**src/verilog/mem_pkg.sv**
```systemverilog
`default_nettype none

package mem_pkg;

    typedef logic [31:0] u32_t;

    // store width, as encoded by the core
    typedef enum logic [1:0] {
        BYTE,
        HALF_WORD,
        WORD
    } byte_type_t;

    // single-beat AXI3 channel payloads
    typedef struct packed {
        logic [3:0] id;
        u32_t       addr;
        logic [7:0] len;
        logic [2:0] size;
        logic [1:0] burst;
    } axi_ar_t;

    typedef struct packed {
        logic [3:0] id;
        u32_t       addr;
        logic [7:0] len;
        logic [2:0] size;
        logic [1:0] burst;
    } axi_aw_t;

    typedef struct packed {
        logic [3:0] id;
        u32_t       data;
        logic [3:0] strb;
        logic       last;
    } axi_w_t;

    typedef struct packed {
        logic [3:0] id;
        u32_t       data;
        logic [1:0] resp;
        logic       last;
    } axi_r_t;

    typedef struct packed {
        logic [3:0] id;
        logic [1:0] resp;
    } axi_b_t;

    // port tags echoed back by the slave
    localparam logic [3:0] AXI_ID_IFETCH = 4'd0;
    localparam logic [3:0] AXI_ID_DATA = 4'd1;

    localparam logic [2:0] AXI_SIZE_WORD = 3'b010;
    localparam logic [1:0] AXI_BURST_INCR = 2'b01;

endpackage

`default_nettype wire

```
**src/verilog/uncached_bridge.sv**
```systemverilog
`timescale 1ns/1ps
`default_nettype none

module uncached_bridge (
    input  wire logic                clk,
    input  wire logic                rst_n,

    input  wire logic                ifetch_req,
    input  wire logic                ifetch_stall,
    input  mem_pkg::u32_t            ifetch_addr,
    output mem_pkg::u32_t            ifetch_data,
    output logic                     ifetch_busy,
    output logic                     ifetch_valid,

    input  wire logic                data_req,
    input  wire logic                data_store,
    input  wire logic                data_stall,
    input  mem_pkg::u32_t            data_addr,
    input  mem_pkg::byte_type_t      data_size,
    input  mem_pkg::u32_t            data_wdata,
    output mem_pkg::u32_t            data_rdata,
    output logic                     data_busy,
    output logic                     data_valid,

    output mem_pkg::axi_ar_t         ar,
    output logic                     arvalid,
    input  wire logic                arready,
    input  mem_pkg::axi_r_t          r,
    input  wire logic                rvalid,
    output logic                     rready,
    output mem_pkg::axi_aw_t         aw,
    output logic                     awvalid,
    input  wire logic                awready,
    output mem_pkg::axi_w_t          w,
    output logic                     wvalid,
    input  wire logic                wready,
    input  mem_pkg::axi_b_t          b,
    input  wire logic                bvalid,
    output logic                     bready
);

    typedef enum logic [2:0] {
        S_IDLE,
        S_RD_ADDR,
        S_RD_DATA,
        S_WR_ADDR,
        S_WR_DATA,
        S_WR_RESP
    } state_t;

    typedef enum logic [1:0] {
        OWN_NONE,
        OWN_IFETCH,
        OWN_DATA_RD,
        OWN_DATA_WR
    } owner_t;

    state_t state, state_next;
    owner_t owner, owner_next;

    mem_pkg::u32_t       addr_q;
    mem_pkg::u32_t       wdata_q;
    mem_pkg::byte_type_t size_q;
    logic [3:0]          strb;
    logic                port_stall;

    always_ff @(posedge clk or negedge rst_n) begin
        if (!rst_n) begin
            state <= S_IDLE;
            owner <= OWN_NONE;
        end else begin
            state <= state_next;
            owner <= owner_next;
        end
    end

    // request payload, captured while idle
    always_ff @(posedge clk) begin
        if (state == S_IDLE) begin
            addr_q <= data_req ? data_addr : ifetch_addr;
            size_q <= data_size;
            wdata_q <= data_wdata;
        end
    end

    always_comb begin
        unique case (size_q)
            mem_pkg::BYTE:      strb = 4'b0001 << addr_q[1:0];
            mem_pkg::HALF_WORD: strb = 4'b0011 << addr_q[1:0];
            mem_pkg::WORD:      strb = 4'b1111;
            default:            strb = 4'b0000;
        endcase
    end

    assign port_stall = (owner == OWN_IFETCH) ? ifetch_stall : data_stall;

    always_comb begin
        state_next = state;
        owner_next = owner;
        arvalid = 1'b0;
        rready = 1'b0;
        awvalid = 1'b0;
        wvalid = 1'b0;
        bready = 1'b0;

        case (state)
            S_IDLE: begin
                owner_next = OWN_NONE;
                if (data_req) begin
                    if (data_store) begin
                        owner_next = OWN_DATA_WR;
                        state_next = S_WR_ADDR;
                    end else begin
                        owner_next = OWN_DATA_RD;
                        state_next = S_RD_ADDR;
                    end
                end else if (ifetch_req) begin
                    owner_next = OWN_IFETCH;
                    state_next = S_RD_ADDR;
                end
            end
            S_RD_ADDR: begin
                arvalid = 1'b1;
                if (arready) begin
                    state_next = S_RD_DATA;
                end
            end
            S_RD_DATA: begin
                // owning port can hold the response off
                rready = rvalid && !port_stall;
                if (rready) begin
                    state_next = S_IDLE;
                    owner_next = OWN_NONE;
                end
            end
            S_WR_ADDR: begin
                awvalid = 1'b1;
                if (awready) begin
                    state_next = S_WR_DATA;
                end
            end
            S_WR_DATA: begin
                wvalid = 1'b1;
                if (wready) begin
                    state_next = S_WR_RESP;
                end
            end
            S_WR_RESP: begin
                bready = 1'b1;
                if (bvalid) begin
                    state_next = S_IDLE;
                    owner_next = OWN_NONE;
                end
            end
            default: begin
                state_next = S_IDLE;
                owner_next = OWN_NONE;
            end
        endcase
    end

    always_comb begin
        ar.id = (owner == OWN_IFETCH) ? mem_pkg::AXI_ID_IFETCH : mem_pkg::AXI_ID_DATA;
        ar.addr = addr_q;
        ar.len = 8'd0;
        ar.size = mem_pkg::AXI_SIZE_WORD;
        ar.burst = mem_pkg::AXI_BURST_INCR;

        // stores only come from the data port
        aw.id = mem_pkg::AXI_ID_DATA;
        aw.addr = addr_q;
        aw.len = 8'd0;
        aw.size = mem_pkg::AXI_SIZE_WORD;
        aw.burst = mem_pkg::AXI_BURST_INCR;

        w.id = mem_pkg::AXI_ID_DATA;
        w.data = wdata_q;
        w.strb = strb;
        w.last = 1'b1;
    end

    assign data_busy = (owner != OWN_NONE);
    assign ifetch_busy = data_busy || data_req;

    assign ifetch_valid = rready && (owner == OWN_IFETCH);
    assign data_valid = rready && (owner == OWN_DATA_RD);

    // full word back, alignment is done in the core
    assign ifetch_data = r.data;
    assign data_rdata = r.data;

endmodule

`default_nettype wire

```
**config.mk**
```make
export PLATFORM = sky130hd
export DESIGN_NAME = uncached_bridge
export DESIGN_NICKNAME = d
export VERILOG_FILES = /design/src/verilog/mem_pkg.sv /design/src/verilog/uncached_bridge.sv
export SDC_FILE = /design/constraint.sdc
export NUM_CORES = 1
export LEC_CHECK = 0
export BUFFER_PORTS_ARGS = -buffer_cell sky130_fd_sc_hd__buf_2
export CORE_AREA = 3 3 141 143
export DETAILED_ROUTE_END_ITERATION = 10
export DIE_AREA = 0 0 144 146
export PLACE_DENSITY_LB_ADDON = 0.25
export RECOVER_POWER = 100
export SYNTH_ARGS = -nofsm -noshare
export SYNTH_HDL_FRONTEND = slang
export SYNTH_SLANG_ARGS = --single-unit
```
**constraint.sdc**
```tcl
create_clock -name clk -period 6.8 [get_ports clk]
set_input_delay 1.02 -clock clk [delete_from_list [all_inputs] [get_ports clk]]
set_output_delay 1.02 -clock clk [all_outputs]
set_load 0.005 [all_outputs]
```
-- Yosys cells after proc, flatten, opt, wreduce, memory -nomap -nowiden
Index checks and enable logic that the tools add are counted.
- register bits after elaboration: 71
- latch bits: 0
- memory bits (writable): 0
- ROM bits: 0
- input bits: 155
- memories: 0
- add/sub/neg operators: 0
- $mul: 0
- div/mod/pow operators: 0
- order comparisons: 0
- eq/ne operators: 15
- shift-type cells: 2
- multiplexer cells: 24
- bitwise gates (word level): 1
- reductions and logical operators: 11
- operators with widths (operator ; count):
    32-bit two-way mux ; 1
    3-bit two-way mux ; 7
    3-bit case mux with 6 select lines ; 1
    4-bit case mux with 3 select lines ; 1
    2-bit inequality test (second input constant) ; 5
    1-bit two-way mux ; 9
    2-bit two-way mux ; 4
    2-bit case mux with 4 select lines ; 1
    3-bit by 2-bit == test with 1-bit output (second input constant) ; 2
    3-bit == test (second input constant) ; 2
    6-bit AND reduction ; 1
    2-bit by 1-bit == test with 1-bit output (second input constant) ; 2
    2-bit == test (second input constant) ; 2
    1-bit by 2-bit << shifter with 4-bit output (first input constant) ; 1
    2-bit by 2-bit << shifter with 4-bit output (first input constant) ; 1
    3-bit by 1-bit == test with 1-bit output (second input constant) ; 1
    1-bit logical AND ; 3
    3-bit logical NOT ; 1
    3-bit inequality test (second input constant) ; 1
    3-bit AND reduction ; 1
    3-bit OR reduction ; 1
    2-bit logical NOT ; 1
    2-bit nonzero test ; 1
    1-bit logical NOT ; 1
    other kinds (2) ; 2

-- Depth between registers and ports, before layout
- word-level depth: 6
- mapped depth: 5
- gate-level depth less buffers: 4

-- Least setup slack after synthesis
No wires, ideal clock.
- kind: register -> register
- from: reg state[1]
- to: reg addr_q[0], enable pin
- arrival: 5111 ps
- data required time: 6224 ps
- setup slack: 1113 ps
- stages on the path, launching flop included: 3
- buffers on the path: 1
- period minus slack after synthesis: 5687 ps
- path through: dfrtp_1 buf_2 nor3_1
- longest elaborated chain between the ends: 1
- ends and longest elaborated chain (what ; RTL line ; source):
    start: declaration ; uncached_bridge.sv:58 ; state_t state, state_next;
    start signal: assignment ; uncached_bridge.sv:72 ; state <= state_next;
    3-bit logical NOT ; uncached_bridge.sv:79 ; if (state == S_IDLE) begin
    end signal: assignment ; uncached_bridge.sv:80 ; addr_q <= data_req ? data_addr : ifetch_addr;
    end: declaration ; uncached_bridge.sv:61 ; mem_pkg::u32_t addr_q;
No other way between the ends.
A chain may end at the register's enable or synchronous reset.

-- Worst setup path in the final report
- from: in data_req
- to: out ifetch_busy
- longest elaborated chain between the ends: 1
- ends and longest elaborated chain (what ; RTL line ; source):
    start: declaration ; uncached_bridge.sv:15 ; input wire logic data_req,
    1-bit logical OR ; uncached_bridge.sv:183 ; assign ifetch_busy = data_busy || data_req;
    end: declaration ; uncached_bridge.sv:12 ; output logic ifetch_busy,
No other way between the ends.

==> impl_metrics.csv <==
group,metric,value,unit
die,io_pins,367,
yosys,synth-compound-area-share,2.996,%
pwr,power_density,401.1,nW/um2
global_routing,track_usage,8.903,%
die,fp.coreArea,18710,um2
worst_setup_path,critPathKind,"primary input to output port",
worst_setup_path,critPathRequiredTime,5.78,ns
final_layout,synthToLayoutAreaGrowth,17.40,%
final_layout,fillers,2045,
die,dieArea,21020,um2
worst_setup_path,cp.arrival,3.02,ns
yosys,synth_top_area_share,51.03,%
timing,fmax,247.6,MHz
route,drtIter0Drc,70,
placed_design,gp_congestion,0.7121,
yosys,syn_area,3884,um2
timing,slew-limit-headroom,-43.43,%
yosys,ys_warn_count,0,
timing,tns,0,ns
timing,post-route-period-util,59.39,%
worst_setup_path,crit_fanout,37,
job,drv_cap,3,
worst_hold_path,min-delay-path-class,"primary input to async pin",
yosys,yosysSeqAreaShare,54.25,%
worst_setup_path,worst_r2r_endpoint,"addr_q[4]",
cts,cts_root_buf,"clkbuf_16",
run_status,violations,"capacitance limit, slew limit",
global_routing,grt_first_pass_wirelength,13.94,mm
cts,cts.sinks,71,
die,initial_core_util,20.76,%
final_layout,antenna_cells,0,
pwr,p_leak,1.874,nW
yosys,synth_fa_ha_area_share,0,%
yosys,synth-async-reset-ratio,7.042,%
placed_design,port_buffers,219,
global_routing,grt_start_max_net_pins,38,
timing,rsz0062_at_grt,"false",
final_layout,final_layout_size_suffix_gt1_share,43.29,%
global_routing,first_global_vias,2453,
global_routing,overflow,0,
yosys,yosys.area_share.simple,3.447,%
route,vias,2477,
worst_setup_path,worstSetupStartpoint,"data_req",
run_status,status,"finished, violations left",
cts,cts_tree,"done",
cts,ctsResizeCount,0,
yosys,avgSynthCellArea,12.99,um2
cts,clkTransAtPathRegs,0.06,ns
timing,tightest_slew,2.151,ns
yosys,ys_ff_latch,71,
final_layout,final_cell_mix,"buf_2, clkbuf_1, edfxtp_1",
timing,hold_slack,0.5517,ns
yosys,synth-xor-area-share,0,%
worst_setup_path,endpoint_kind,"output port",
placed_design,hpwl,8.021,mm
route,ant_nets,0,
final_layout,nNetsFinal,582,
global_routing,antenna_found_initial,0,
final_layout,multi_input_area,820.8,um2
worst_setup_path,rr_startpoint,"state[0]",
worst_setup_path,rrSetupSlack,4.08,ns
cts,cts-hold-fix-buffers,0,
die,die_w,144,um
worst_setup_path,r2r_cells,2,
die,num_rows,50,
route,finalWirelength,10.12,mm
timing,setup_viol,0,
cts,cts_buffers,9,
cts,clock_latency,0.33,ns
yosys,synth_mux_area_share,11.18,%
route,firstDrtPassIters,4,
yosys,synth_cell_type_count,30,
cts,cts_setup_buffers,0,
route,drc,0,
yosys,netlist_instances,299,
placed_design,place_inst,650,
cts,clk_path_buf_depth,2,
timing,drv_slew,108,
final_layout,regArea,2107,um2
yosys,synth_edf_count,66,
timing,min_period,4.038,ns
final_layout,fin_cells,666,
pwr,vdd_drop_max,0.1005,mV
worst_setup_path,start_kind,"primary input",
yosys,synth_top_family_by_area,"buffers and inverters",
route,vias_per_cell,3.719,
yosys,yosys_most_used_dff,"edfxtp_1",
cts,htree_levels,3,
timing,skew,0.008220,ns
final_layout,final_common_cell,"buf_2",
yosys,yosysTopAreaCell,"edfxtp_1",
route,wl_per_cell,15.20,um
worst_setup_path,crit_path_end,"ifetch_busy",
timing,hold_violations,0,
die,die_y,146,um
yosys,synth_area_leaders,"edfxtp_1, buf_4, mux2_2",
worst min-delay path by stage:
stage	startpoint	to	slack (ns)
after floorplan	state[1]	state[0]	0.57
after global placement	state[1]	state[0]	0.64
after detailed placement	state[1]	state[0]	0.64
after CTS	rst_n	owner[1]	0.47
after global routing	rst_n	owner[1]	0.57
final	rst_n	state[2]	0.55
kinds of logic (layout without fill, tap and decap cells):
family	after synthesis	after routing
AOI/OAI and AO/OA	15	15
and+or+nand+nor	24	24
muxes	38	38
buffers and inverters	149	246
other	2	38
DFF	71	71
through the flow:
stage	util (%)	area (um2)	total power (W)	setup WS, ns
global placement	23.43	4383	0.001416	3.870
CTS	25.02	4681	0.001914	3.857
global route	24.37	4559	0.001958	2.582
floorplan	-	4019	0.001223	1.113
finish	24.37	4559	0.001829	2.762
detailed placement	23.43	4383	0.001418	3.861
cells in the mapped netlist, types with 3 or more instances:
cell         n
nor3b_1      3
buf_2        4
nor2_1       3
nand2_1      7
mux2_2      33
dfrtp_1      5
mux2i_1      4
edfxtp_1    66
o2111ai_1    4
nor3_1       3
buf_4      136
o21ai_0      3
inv_1        7
layer usage:
layer  up-vias  GRT usage (%)  part of all wire (%)
li1       1121              -                     -
met1      1141          8.306                    35
met2       168          16.97                    52
met3        47          1.906                   9.1
met4         0          5.744                   3.7
met5         -              0                     0
registers in the layout, summed over array words and instances, names as in the netlist:
name     cells
addr_q      32
owner        2
size_q       2
state        3
wdata_q     32
power breakdown:
group | leakage [nW] | internal [W] | switching, W
registers | 0.689 | 0.000726 | 0.000108
logic | 1.04 | 0.000203 | 0.000316
clock network | 0.143 | 0.000286 | 0.000189
area by class of cell:
| type | instances | area share (%) |
|---|---|---|
| clock inverters | 6 | 1.509 |
| inverters | 8 | 0.7135 |
| clock buffers | 10 | 5.022 |
| well taps | 234 | 6.422 |
| flip-flops and latches | 71 | 46.21 |
| repair buffers | 222 | 22.12 |
| multi-input cells | 115 | 18.00 |
worst max-delay path, stage by stage:
cell	delay, ns
buf_2	0.07
clkbuf_1	1.53
or3_1	0.26
clkbuf_1	0.12
Note: power is estimated with default switching activity, not from simulation.
